==> src/rtl/cmp_rx_pkg.sv <==
`default_nettype none

package cmp_rx_pkg;

	//--------------------------------------------------------------------
	// Buffer-bypass phase-alignment sequencer
	//--------------------------------------------------------------------
	typedef enum logic [2:0] {
		st_wait_reset,
		st_dly_reset,
		st_pma_align,
		st_set_phase,
		st_done
	} link_state_e;

	// Sequencer down-counter, wide enough for the longest hold
	typedef logic [5:0] seq_cnt_t;

	// Delay-align reset hold
	localparam seq_cnt_t dly_reset_cycles = 6'd16;
	// PMA set-phase hold
	localparam seq_cnt_t set_phase_cycles = 6'd32;

	//--------------------------------------------------------------------
	// Framing
	//--------------------------------------------------------------------
	// K characters carried in the marker low byte
	typedef enum logic [7:0] {
		k_sync    = 8'hBC,
		k_latency = 8'hFC
	} k_code_e;

	// Data words after each marker
	localparam int frame_words = 3;

	//--------------------------------------------------------------------
	// PRBS
	//--------------------------------------------------------------------
	localparam logic [47:0] prbs_start_pattern = 48'hFFFFFF000000;

	// Feedback taps for the new LFSR bit
	localparam int prbs_tap_hi = 47;
	localparam int prbs_tap_a  = 46;
	localparam int prbs_tap_b  = 20;
	localparam int prbs_tap_lo = 19;

endpackage

`default_nettype wire
==> src/rtl/cmp_frame_if.sv <==
`default_nettype none

interface cmp_frame_if;

	// Assembled payload w3 w2 w1 from high to low
	logic [47:0] rcv_data;
	// One flag per data word with w1 in bit 0
	logic [cmp_rx_pkg::frame_words-1:0] nonzero_word;
	// Marker of this frame was the latency K code
	logic ltncy_trig;
	// Single-cycle strobe in the first cycle of a new rcv_data
	logic frame_ready;

	// Frame builder side
	modport assembler (
		output rcv_data,
		output nonzero_word,
		output ltncy_trig,
		output frame_ready
	);

	// PRBS checker side
	modport check (
		input rcv_data,
		input nonzero_word,
		input ltncy_trig,
		input frame_ready
	);

endinterface

`default_nettype wire

==> src/rtl/cmp_fiber_rx.sv <==
`default_nettype none

module cmp_fiber_rx (
	input  logic                                CMP_RX_CLK160,
	input  logic                                cmp_rx_resetdone,
	input  logic                                rst,
	input  logic [15:0]                         rx_data,
	input  logic [1:0]                          rx_isk,
	input  logic                                rx_byte_aligned,
	output logic                                calign_en,
	output logic                                enpmaphasealign,
	output logic                                pmasetphase,
	output logic                                dlyaligndisable,
	output logic                                dlyalignreset,
	output logic                                sync_done,
	output logic [47:0]                         rcv_data,
	output logic [cmp_rx_pkg::frame_words-1:0]  nonzero_word,
	output logic                                ltncy_trig,
	output logic                                strt_mtch,
	output logic                                valid,
	output logic                                match
);

	// Frame path from assembler to checker
	cmp_frame_if frame_if ();

	//--------------------------------------------------------------------
	// Link bring-up
	//--------------------------------------------------------------------
	cmp_rx_link_ctrl link_ctrl_inst (
		.CMP_RX_CLK160    (CMP_RX_CLK160),
		.cmp_rx_resetdone (cmp_rx_resetdone),
		.rx_byte_aligned  (rx_byte_aligned),
		.calign_en        (calign_en),
		.enpmaphasealign  (enpmaphasealign),
		.pmasetphase      (pmasetphase),
		.dlyaligndisable  (dlyaligndisable),
		.dlyalignreset    (dlyalignreset),
		.sync_done        (sync_done)
	);

	//--------------------------------------------------------------------
	// Receive data
	//--------------------------------------------------------------------
	cmp_frame_assembler frame_assembler_inst (
		.CMP_RX_CLK160 (CMP_RX_CLK160),
		.rx_data       (rx_data),
		.rx_isk        (rx_isk),
		.frame         (frame_if.assembler)
	);

	cmp_prbs_checker prbs_checker_inst (
		.CMP_RX_CLK160    (CMP_RX_CLK160),
		.cmp_rx_resetdone (cmp_rx_resetdone),
		.rst              (rst),
		.frame            (frame_if.check),
		.strt_mtch        (strt_mtch),
		.valid            (valid),
		.match            (match)
	);

	// Frame fields out to the pins
	assign rcv_data     = frame_if.rcv_data;
	assign nonzero_word = frame_if.nonzero_word;
	assign ltncy_trig   = frame_if.ltncy_trig;

endmodule

`default_nettype wire

==> src/rtl/cmp_prbs_checker.sv <==
`default_nettype none

module cmp_prbs_checker (
	input  logic          CMP_RX_CLK160,
	input  logic          cmp_rx_resetdone,
	input  logic          rst,
	cmp_frame_if.check    frame,
	output logic          strt_mtch,
	output logic          valid,
	output logic          match
);

	// Set once the start pattern is seen
	logic locked;
	// Expected value of the next frame
	logic [47:0] predict;

	//--------------------------------------------------------------------
	// LFSR step
	//--------------------------------------------------------------------
	// Shift up one with the feedback into bit 0
	function automatic logic [47:0] prbs_next(input logic [47:0] v);
		logic fb;
		fb = v[cmp_rx_pkg::prbs_tap_hi] ^ v[cmp_rx_pkg::prbs_tap_a] ^
			v[cmp_rx_pkg::prbs_tap_b] ^ v[cmp_rx_pkg::prbs_tap_lo];
		return {v[46:0], fb};
	endfunction

	//--------------------------------------------------------------------
	// Lock and compare
	//--------------------------------------------------------------------
	always_ff @(posedge CMP_RX_CLK160 or negedge cmp_rx_resetdone) begin
		if (!cmp_rx_resetdone) begin
			locked    <= 1'b0;
			strt_mtch <= 1'b0;
			valid     <= 1'b0;
			match     <= 1'b0;
		end else begin
			// Status bits are single-cycle pulses
			strt_mtch <= 1'b0;
			valid     <= 1'b0;
			match     <= 1'b0;
			if (rst) begin
				locked <= 1'b0;
			end else if (frame.frame_ready) begin
				if (!locked) begin
					// Hunt for the start frame
					if (frame.rcv_data == cmp_rx_pkg::prbs_start_pattern) begin
						strt_mtch <= 1'b1;
						locked    <= 1'b1;
					end
				end else begin
					valid <= 1'b1;
					match <= (frame.rcv_data == predict);
				end
			end
		end
	end

	//--------------------------------------------------------------------
	// Predictor
	//--------------------------------------------------------------------
	// While unlocked the received frame seeds the next prediction
	// Once locked it free-runs and a bad frame costs one miss only
	always_ff @(posedge CMP_RX_CLK160) begin
		if (frame.frame_ready) begin
			if (locked)
				predict <= prbs_next(predict);
			else
				predict <= prbs_next(frame.rcv_data);
		end
	end

endmodule

`default_nettype wire

==> src/rtl/cmp_frame_assembler.sv <==
`default_nettype none

module cmp_frame_assembler (
	input  logic                CMP_RX_CLK160,
	input  logic [15:0]         rx_data,
	input  logic [1:0]          rx_isk,
	cmp_frame_if.assembler      frame
);

	localparam int last = cmp_rx_pkg::frame_words - 1;

	// Marker word, K char in the low byte only
	logic marker;
	// Word enables, bit i captures data word i+1
	logic [last:0] word_en;
	// Early words held until the last one lands
	logic [last-1:0][15:0] word_q;
	logic [last-1:0]       nz_q;
	// Latency flag of the current marker
	logic ltncy_hold;

	assign marker = (rx_isk == 2'b01);

	//--------------------------------------------------------------------
	// Word enable chain
	//--------------------------------------------------------------------
	// Free running, restarts on every marker
	always_ff @(posedge CMP_RX_CLK160) begin
		word_en <= {word_en[last-1:0], marker};
		// Strobe trails the publishing enable by one edge
		frame.frame_ready <= word_en[last];
	end

	//--------------------------------------------------------------------
	// Word capture
	//--------------------------------------------------------------------
	always_ff @(posedge CMP_RX_CLK160) begin
		// Latency K code seen on the marker itself
		if (marker)
			ltncy_hold <= (rx_data[7:0] == cmp_rx_pkg::k_latency);

		// w1 and w2 with their nonzero flags
		for (int i = 0; i < last; i++) begin
			if (word_en[i]) begin
				word_q[i] <= rx_data;
				nz_q[i]   <= |rx_data;
			end
		end

		// w3 completes the frame, publish all at once
		if (word_en[last]) begin
			frame.rcv_data     <= {rx_data, word_q};
			frame.nonzero_word <= {|rx_data, nz_q};
			frame.ltncy_trig   <= ltncy_hold;
		end
	end

endmodule

`default_nettype wire

==> src/rtl/cmp_rx_link_ctrl.sv <==
`default_nettype none

module cmp_rx_link_ctrl (
	input  logic CMP_RX_CLK160,
	input  logic cmp_rx_resetdone,
	input  logic rx_byte_aligned,
	output logic calign_en,
	output logic enpmaphasealign,
	output logic pmasetphase,
	output logic dlyaligndisable,
	output logic dlyalignreset,
	output logic sync_done
);

	// Reset-done release stages
	logic resetdone_r;
	logic resetdone_r2;

	// Sequencer state and its shared hold counter
	cmp_rx_pkg::link_state_e state;
	cmp_rx_pkg::seq_cnt_t    cnt;

	//--------------------------------------------------------------------
	// Reset-done synchronizer
	//--------------------------------------------------------------------
	// Assert at once, release after two recovered-clock edges
	always_ff @(posedge CMP_RX_CLK160 or negedge cmp_rx_resetdone) begin
		if (!cmp_rx_resetdone) begin
			resetdone_r  <= 1'b0;
			resetdone_r2 <= 1'b0;
		end else begin
			resetdone_r  <= 1'b1;
			resetdone_r2 <= resetdone_r;
		end
	end

	//--------------------------------------------------------------------
	// Comma alignment enable
	//--------------------------------------------------------------------
	// Keep searching for commas until the byte boundary is found
	always_ff @(posedge CMP_RX_CLK160 or negedge cmp_rx_resetdone) begin
		if (!cmp_rx_resetdone)
			calign_en <= 1'b1;
		else
			calign_en <= !rx_byte_aligned;
	end

	//--------------------------------------------------------------------
	// Phase-alignment sequencer
	//--------------------------------------------------------------------
	always_ff @(posedge CMP_RX_CLK160 or negedge cmp_rx_resetdone) begin
		if (!cmp_rx_resetdone) begin
			state           <= cmp_rx_pkg::st_wait_reset;
			cnt             <= '0;
			dlyalignreset   <= 1'b0;
			dlyaligndisable <= 1'b1;
			enpmaphasealign <= 1'b0;
			pmasetphase     <= 1'b0;
			sync_done       <= 1'b0;
		end else begin
			case (state)
				// Idle until the synchronized release arrives
				cmp_rx_pkg::st_wait_reset: begin
					if (resetdone_r2) begin
						state         <= cmp_rx_pkg::st_dly_reset;
						cnt           <= cmp_rx_pkg::dly_reset_cycles - 1'b1;
						dlyalignreset <= 1'b1;
					end
				end
				// Hold the delay aligner in reset
				cmp_rx_pkg::st_dly_reset: begin
					if (cnt == '0) begin
						state         <= cmp_rx_pkg::st_pma_align;
						dlyalignreset <= 1'b0;
					end else begin
						cnt <= cnt - 1'b1;
					end
				end
				// One gap cycle, then phase alignment on and stays on
				cmp_rx_pkg::st_pma_align: begin
					state           <= cmp_rx_pkg::st_set_phase;
					enpmaphasealign <= 1'b1;
					pmasetphase     <= 1'b1;
					cnt             <= cmp_rx_pkg::set_phase_cycles - 1'b1;
				end
				// PMA set-phase window
				cmp_rx_pkg::st_set_phase: begin
					if (cnt == '0) begin
						state           <= cmp_rx_pkg::st_done;
						pmasetphase     <= 1'b0;
						dlyaligndisable <= 1'b0;
						sync_done       <= 1'b1;
					end else begin
						cnt <= cnt - 1'b1;
					end
				end
				// Locked phase, hold until the next reset
				cmp_rx_pkg::st_done: begin
					sync_done <= 1'b1;
				end
				default: begin
					state <= cmp_rx_pkg::st_wait_reset;
				end
			endcase
		end
	end

endmodule

`default_nettype wire

==> config.mk <==
export PLATFORM = sky130hd
export DESIGN_NAME = cmp_fiber_rx
export DESIGN_NICKNAME = d
export VERILOG_FILES = /design/src/rtl/cmp_rx_pkg.sv /design/src/rtl/cmp_frame_if.sv /design/src/rtl/cmp_fiber_rx.sv /design/src/rtl/cmp_prbs_checker.sv /design/src/rtl/cmp_frame_assembler.sv /design/src/rtl/cmp_rx_link_ctrl.sv
export SDC_FILE = /design/constraint.sdc
export NUM_CORES = 1
export LEC_CHECK = 0
export BUFFER_PORTS_ARGS = -buffer_cell sky130_fd_sc_hd__buf_2
export CORE_ASPECT_RATIO = 0.9
export CORE_MARGIN = 2
export CORE_UTILIZATION = 52
export CTS_CLUSTER_SIZE = 14
export DETAILED_ROUTE_END_ITERATION = 12
export PLACE_DENSITY = 0.77
export SLEW_MARGIN = 20
export SYNTH_ARGS = -nofsm -noshare
export SYNTH_HDL_FRONTEND = slang
export SYNTH_SLANG_ARGS = --single-unit
==> constraint.sdc <==
create_clock -name CMP_RX_CLK160 -period 2.35 [get_ports CMP_RX_CLK160]
set_input_delay 0.47 -clock CMP_RX_CLK160 [delete_from_list [all_inputs] [get_ports CMP_RX_CLK160]]
set_output_delay 0.47 -clock CMP_RX_CLK160 [all_outputs]
set_load 0.02 [all_outputs]
==> flow_results.org, run 1 <==
** Synth
- Counting distinct cell types in the post-synthesis netlist gives 38.
- The cell count after synthesis came out at 373.
- Sequential cell area fraction in the yosys report :: 73.7%
- Ys flop type :: edfxtp_1
- Count of flip-flops with a built-in enable after synthesis :: 135
- Ys async rst share :: 13.1%
- After synthesis the netlist holds a flip-flop and latch count of 160.
- For this run, the number of Yosys warnings is 0.
- After synthesis the cells add up to 6330 um^2.
- Synthesis produced a netlist with a net count of approximately 400.
- Dividing the synthesized area by the synthesized cell count gives 17.0 um^2.

** Floorplanning
- Standard cell core area :: 12000 um^2
- Number of placement rows :: 38
- Io pins :: between 80 and 90
- The die is around 120 um wide.
- Die ar. :: between 10000 and 15000 um^2
- Starting density of the core :: 52.8%
- In this run the vertical extent of the chip is roughly 110 um.

** Pwr
- The clock network accounts for 39.7% of the total power.
- Maximum VDD drop :: 0.000822 V
- The internal portion of the total power is 5.14 mW.
- The analysis attributes to cell leakage a power of 2.71 nW.
- Fraction of power spent switching nets :: 24.8%
- Total power per unit cell area :: approximately 900 nW/um^2
- Registers are responsible for 51.1% of the overall power.
- For this design the total switching power over the nets is 1.70 mW.
- Of the total power, combinational logic draws 9.1%.

** Cells and area
- In the final layout, the share of cells above drive strength 1 is about 36%.
- The net count of the finished layout is 496.
- Leading cell type in the layout, fill and taps excluded :: edfxtp_1
- Cells fill roughly 63% of the core in the end.
- In the layout the commonest cells are edfxtp_1 (135), buf_2 (82), xnor2_1 (50), mux2_2 (47), dfrtp_1 (18).
- Final cell count without fillers :: 644
- Area growth, synth to finish :: 19.6%
- N_diodes :: 0

** Timing
- For the final routed database, the setup TNS stands at 0 ns.
- Maximum clock skew at final layout :: 0.0122 ns
- Final setup viols :: 0
- The worst path meets setup with 0.440 ns of slack.
- Of the available clock period, the critical path in the final layout requires between 80% and 90%.
- The total count of max-transition violations in the final report is 0.
- Setup repair after global routing missed its margin :: no
- Max-slew headroom at the worst pin :: 38.9%
- Highest Clock Rate :: 524 MHz
- Tightest Pin Transition :: between 0.9 and 1 ns
- Counting I/O delays and the setup requirement, the final critical path takes 1.91 ns.
- Hold violation total from the final report :: 0

** GRT
- Met2 track demand over resource :: 32.6%
- Global routing usage on met3 :: ~7.7%
- Global routing used a little under a third of the available met1 tracks.
- The initial antenna violation count is 0.
- Global Route Usage Sum :: 22.3%
- Entering global routing, the biggest net connects roughly 40 pins.
- The via count of the first global-routing pass is roughly 3600.
- The total overflow left after global routing is 0.
- Layer with the highest usage :: met2
- The first global-routing pass estimated 20900 um of wire.

** Routing
- The detail route stage leaves a number of antenna-violating nets equal to 0.
- Number of DRC violations after detailed-routing iteration 0 :: 392
- After detailed routing, the number of remaining DRC violations is 0.
- The routed layout has between 3000 and 4000 vias.
- Wires add up to 13500 um.
- The first TritonRoute pass finished after 5 iterations.
- After detailed routing, the number of vias per cell comes to between 5 and 6.
- Dividing the detail-routed wire length by the instance count gives 20.9 um.

** Setup path
- Category of the most critical setup path :: flop to flop
- Cell occurring most often along the worst timing path :: inv_1
- Crit-path slowest cell :: dfrtp_1
- On the worst path, the slowest cell contributes a delay of about 0.42 ns.
- Largest fanout of any net on the critical path :: 7
- STA classifies the critical path startpoint as a flop.
- The worst setup path is captured at a flop.
- STA puts the critical path data arrival time at roughly 2.3 ns.
- The critical path goes through inv_1 > ha_1 > nor4b_1 > a211o_1 > inv_1 > and3_1 > o21ai_0.
- At the worst endpoint, the required time is between 2 and 3 ns.

** Placement
- Detailed placement ended at an HPWL of around 9500 um.
- DP Cell Count :: between 600 and 700
- Last weighted congestion value of the routability-driven placer :: 0.861
- In this run the tool buffered the top-level ports with slightly above 80 buffer cells.
- Post-placement setup slack :: a little over 0.5 ns

** Clock tree
- Buffers inserted to repair hold after CTS numbered 1.
- Once the clock tree was built, the setup fixing pass inserted 0 buffers.
- TritonCTS built the clock tree.
- Clk pin slew, worst setup/hold paths :: 0.06 ns
- Total clock sinks :: 160
- The number of gates resized after CTS was 0.
- Clock H-tree levels :: 4
- Clock tree buffer depth :: 2
- Source-to-sink clock delay at the later pin of the worst-skew pair :: ~0.43 ns
- The tree is rooted in a clkbuf_16.
- CTS Buf Count :: 17

** Status
- The flow ran to the end, and the final reports show no timing, DRC or antenna violations.

** Flow run
- Max-cap check violation count :: 0

** Min path
- Worst min path class :: input port to flop
path summary, 6_finish.rpt:
| check | from | end | slack (ns) | cells past startpoint |
|---|---|---|---|---|
| worst max-delay path | link_ctrl_inst.cnt[0]$_DFFE_PN0P_ | link_ctrl_inst.cnt[3]$_DFFE_PN0P_ | 0.44 | 7 |
| worst min-delay path | rx_byte_aligned | link_ctrl_inst.calign_en$_DFF_PN1_ | 0.14 | 2 |
| worst max register to register | link_ctrl_inst.cnt[0]$_DFFE_PN0P_ | link_ctrl_inst.cnt[3]$_DFFE_PN0P_ | 0.44 | 7 |
| worst min register to register | link_ctrl_inst.resetdone_r$_DFF_PN0_ | link_ctrl_inst.resetdone_r2$_DFF_PN0_ | 0.35 | 0 |
| max in group asynchronous | cmp_rx_resetdone | link_ctrl_inst.dlyaligndisable$_DFFE_PN1P_ | 1.47 | 2 |
| min in group asynchronous | cmp_rx_resetdone | link_ctrl_inst.cnt[3]$_DFFE_PN0P_ | 0.53 | 2 |
cell usage after synthesis, drive strengths merged (4+ instances only):
| master | count | area share (%) |
|---|---|---|
| a21oi | 4 | 0.32 |
| clkbuf | 9 | 0.53 |
| dfrtp | 19 | 7.5 |
| dfxtp | 4 | 1.3 |
| edfxtp | 135 | 64 |
| inv | 6 | 0.36 |
| mux2 | 47 | 8.4 |
| nand2 | 6 | 0.36 |
| nand3 | 7 | 0.55 |
| nand4 | 16 | 1.6 |
| nor2 | 9 | 0.53 |
| nor3 | 5 | 0.40 |
| nor4 | 12 | 1.2 |
| o21ai | 7 | 0.55 |
| xnor2 | 50 | 6.9 |
| xor2 | 5 | 0.69 |
flip-flops by register name (all words and copies together), names as in the netlist, 2 cells and up:
name / count
frame_assembler_inst.word_en: 3
frame_assembler_inst.frame.nonzero_word: 3
frame_assembler_inst.nz_q: 2
frame_assembler_inst.frame.rcv_data: 48
link_ctrl_inst.cnt: 6
link_ctrl_inst.state: 3
prbs_checker_inst.predict: 48
frame_assembler_inst.word_q: 32
layer usage:
metal | share of wire [%] | wire [um]
met1 | 44 | 5980
met2 | 47 | 6280
met4 | 2.5 | 342
met5 | 0 | 0
met3 | 6.6 | 885
critical path: cells and delay by family (launching register included):
kind,cells,cell delay [ns]
AND/OR/NAND/NOR,2,0.59
flip-flops,1,0.42
AO/OA/AOI/OAI,2,0.39
buffers and inverters,2,0.22
adder cells (fa/ha/maj),1,0.20
metrics by stage:
step	hold WS, ns	instance area (um^2)	power, mW
4_1_cts	0.128	7570	6.88
6_report	0.141	7570	6.84
3_5_place_dp	0.335	6970	4.17
3_3_place_gp	0.332	6970	4.13
5_1_grt	0.137	7570	7.07
2_1_floorplan	0.174	6330	3.92
power by group through the flow:
stage          combinational [mW]  clock [mW]  sequential (mW)
3_5_place_dp                0.626           0             3.55
4_1_cts                     0.630        2.76             3.49
6_report                    0.626        2.72             3.50
2_1_floorplan               0.339           0             3.58
3_3_place_gp                0.597           0             3.53
5_1_grt                     0.687        2.87             3.52
layout make-up:
| cell class | count | area [um^2] |
|---|---|---|
| repair buffers | 88 | 483 |
| multi-input cells | 198 | 1610 |
| well taps | 160 | 200 |
| flip-flops and latches | 160 | 4670 |
| clock buffers | 17 | 425 |
| fillers | 877 | 4420 |
| inverters | 6 | 22.5 |
| clock inverters | 15 | 161 |
cells by family after synthesis:
kind of cell / Yosys count / share of synthesized area (%)
other cells: 1 / 0.0593
simple gates: 73 / 6.82
buf+inv: 15 / 0.890
xor+xnor: 55 / 7.61
mux: 48 / 8.52
fa+ha+maj: 3 / 0.593
compound gates: 18 / 1.80
flops: 160 / 73.7
Note: power is estimated with default switching activity, not from simulation.
==> inputs of run 2 (changes only) <==
Settings changed: CORE_UTILIZATION 52 to 57, PLACE_DENSITY 0.77 to 0.8.
Clock period 2.35 ns to 2 ns, I/O delays scaled along.
==> run 2 against run 1 <==
Global-route usage is 2.6 points higher. Register-to-register slack worse by 0.32 ns. Setup slack got worse by 0.32 ns. Sequential cell count unchanged. Final cell count shrank 2.8%. Total power increased by 17%. Clock skew down 0.0017 ns. Critical path depth shrank 3. First-iteration DRC count decreased by 2.6%. Cell area grew 0.36%. Routed wire length rose by 2.2%. Largest cell class unchanged.
==> flow_results.org, run 2 (same netlist as run 1, synthesis figures left out) <==
** GRT
- Largest net degree at the start of global routing :: 54
- The first global-routing pass estimated 21500 um of wire.
- The via count of the first global-routing pass is 3715.
- The initial antenna violation count was 0.
- Global Route Usage Sum :: between 20% and 30%
- Summed over all layers, the global routing overflow is 0.

** Setup path
- STA classifies the critical path startpoint as a flop.
- Critical Path, Cell by Cell :: nor4b_1 > nand4_1 > or4_1 > nor2_1
- On the critical path the largest part of the delay comes from simple AND/OR/NAND/NOR gates.
- In this run the worst path has a maximum fanout of 4.
- The worst setup path is captured at a flop.
- Data arrives at the worst endpoint at 2.23 ns.
- For the worst flop-to-flop path, the logic depth is 4.
- Stage delay of the slowest cell on the critical path :: 0.55 ns
- Crit-path slowest cell :: or4_1
- Category of the most critical setup path :: flop to flop
- Counting buffers and inverters, the worst setup path is 4 cells deep.
- WP buf/inv :: 0
- For the worst setup path, the data required time is between 2 and 2.5 ns.

** Timing
- Final TNS setup :: 0 ns
- The total count of max-transition violations in the final report is 0.
- Dividing the final minimum period by the clock period gives 94.0%.
- Minimum setup slack in the final design :: 0.120 ns
- Maximum clock skew at final layout :: 0.0105 ns
- Setup violations remaining at the end of the flow were counted as 0.
- Hold violation total from the final report :: 0
- Highest Clock Rate :: around 530 MHz
- Setup repair after global routing left no endpoint under its margin.
- Across all hold checks on the routed design, the worst slack comes to 0.0884 ns.
- Min Tclk post-route :: approximately 1.9 ns

** Routing
- For this block, the initial DRC count from the detailed router was around 380.
- Antenna-violating nets left :: 0
- Summed over all layers, the routed wires come to 13800 um.
- The first TritonRoute pass finished after 5 iterations.
- Drt via density :: around 6
- In the routed design, unresolved DRC markers number 0.
- For this block, the via count after detailed routing is 3721.
- In the final routed layout, each cell accounts on average for approximately 22 um.

** Status
- The flow ran to the end, and the final reports show no timing, DRC or antenna violations.

** Placement
- Post-placement setup slack :: 0.131 ns
- Cell area after placement :: 7000 um^2
- Last weighted congestion value of the routability-driven placer :: around 0.86
- Port buffering added 82 buffers.
- Detailed placement finished with a half-perimeter wire length of approximately 9400 um.

** Cells and area
- In the final design database the tool counted roughly 510 nets.
- Leaving out fill and tap cells, the most frequent cells in the layout are edfxtp_1 (135), buf_2 (82), xnor2_1 (50), mux2_2 (47), dfrtp_1 (18).
- Leading cell type in the layout, fill and taps excluded :: edfxtp_1
- Relative to the synthesized area, the layout overhead comes to 20.0%.
- Top flop regs :: frame_assembler_inst.frame.rcv_data: 48 flops, prbs_checker_inst.predict: 48 flops, frame_assembler_inst.word_q: 32 flops
- Cells with a size suffix above 1 make up 36.3% of the layout.
- Non-Filler Cell Area, Final :: between 7000 and 8000 um^2
- Filler Cell Count :: between 600 and 700
- N_diodes :: 0

** Floorplanning
- Number of placement rows :: 36
- 83 I/O pins were placed.
- The die is 115 um wide.
- Y dimension of the die :: 104 um
- The floorplan step defined a core boundary enclosing approximately 11000 um^2.
- Die ar. :: 12000 um^2
- For this configuration, the core starts out at a cell density of 58.5%.

** Pwr
- Maximum VDD drop :: roughly 0.00075 V
- For this design the static power due to leakage is 2.75 nW.
- Total power per unit cell area :: between 1000 and 1500 nW/um^2

** Clock tree
- Clk root buf :: clkbuf_16
- Source-to-sink clock delay at the later pin of the worst-skew pair :: approximately 0.42 ns
- The clock drives 160 sinks.
- Counting along the longest clock path gives a buffer depth of 2.
- Clock H-tree levels :: 4
- CTS Buf Count :: 17
- TritonCTS built the clock tree.
- Clk pin slew, worst setup/hold paths :: 0.06 ns
- In this run the post-CTS setup repair buffer count came out at 0.

** Flow run
- Max-cap check violation count :: 0

** Min path
- The worst hold path passes through 2 cells.
- In this run the worst hold path is classified as input port to flop.
[run 2: worst reg2reg max path: cells and delay by family (launching register included)]
| kind | cells | cell delay, ns |
|---|---|---|
| DFF | 1 | 0.48 |
| and+or+nand+nor | 4 | 1.33 |
[run 2: final timing paths]
check / slack [ns] / endpoint / startpoint
max in group asynchronous: 1.20 / link_ctrl_inst.dlyaligndisable$_DFFE_PN1P_ / cmp_rx_resetdone
worst min register to register: 0.37 / link_ctrl_inst.resetdone_r2$_DFF_PN0_ / link_ctrl_inst.resetdone_r$_DFF_PN0_
min in group asynchronous: 0.46 / link_ctrl_inst.cnt[3]$_DFFE_PN0P_ / cmp_rx_resetdone
worst min-delay path: 0.09 / link_ctrl_inst.calign_en$_DFF_PN1_ / rx_byte_aligned
worst max-delay path: 0.12 / prbs_checker_inst.strt_mtch$_DFF_PN0_ / frame_assembler_inst.frame.rcv_data[10]$_DFFE_PP_
worst max register to register: 0.12 / prbs_checker_inst.strt_mtch$_DFF_PN0_ / frame_assembler_inst.frame.rcv_data[10]$_DFFE_PP_
[run 2: power by group]
part	internal [mW]	total [mW]	switching [mW]
Clock	1.83	3.12	1.30
Combinational	0.321	0.778	0.457
Sequential	3.87	4.09	0.220
[run 2: cell type report]
class                   instances  area [um^2]  share of cell area, %
flip-flops and latches        160         4670                   61.4
well taps                     133          166                   2.19
multi-input cells             198         1610                   21.3
clock buffers                  22          474                   6.24
inverters                       6         22.5                  0.297
clock inverters                10          100                   1.32
repair buffers                 97          551                   7.25
[run 2: stage by stage]
step,power [mW],instances,utilization (%)
finish,7.99,626,70.2
global placement,4.86,593,64.8
floorplan,4.61,373,-
global route,8.27,626,70.2
detailed placement,4.91,593,64.8
CTS,8.01,626,70.2
[run 2: repair_timing]
action	4_1_cts	5_1_grt
endpoints found under the hold margin	19	0
hold buffers	1	0
resized for setup	0	1
setup endpoints to repair	0	2
[run 2: metal layers]
metal	share of wire, %	global-route usage (%)	wire, um	vias to the layer above
met5	0	0	0	-
met4	2.4	9.98	333	0
met3	8.2	6.93	1140	31
met2	47	35.5	6520	196
met1	42	36.4	5800	1854
li1	-	-	-	1640
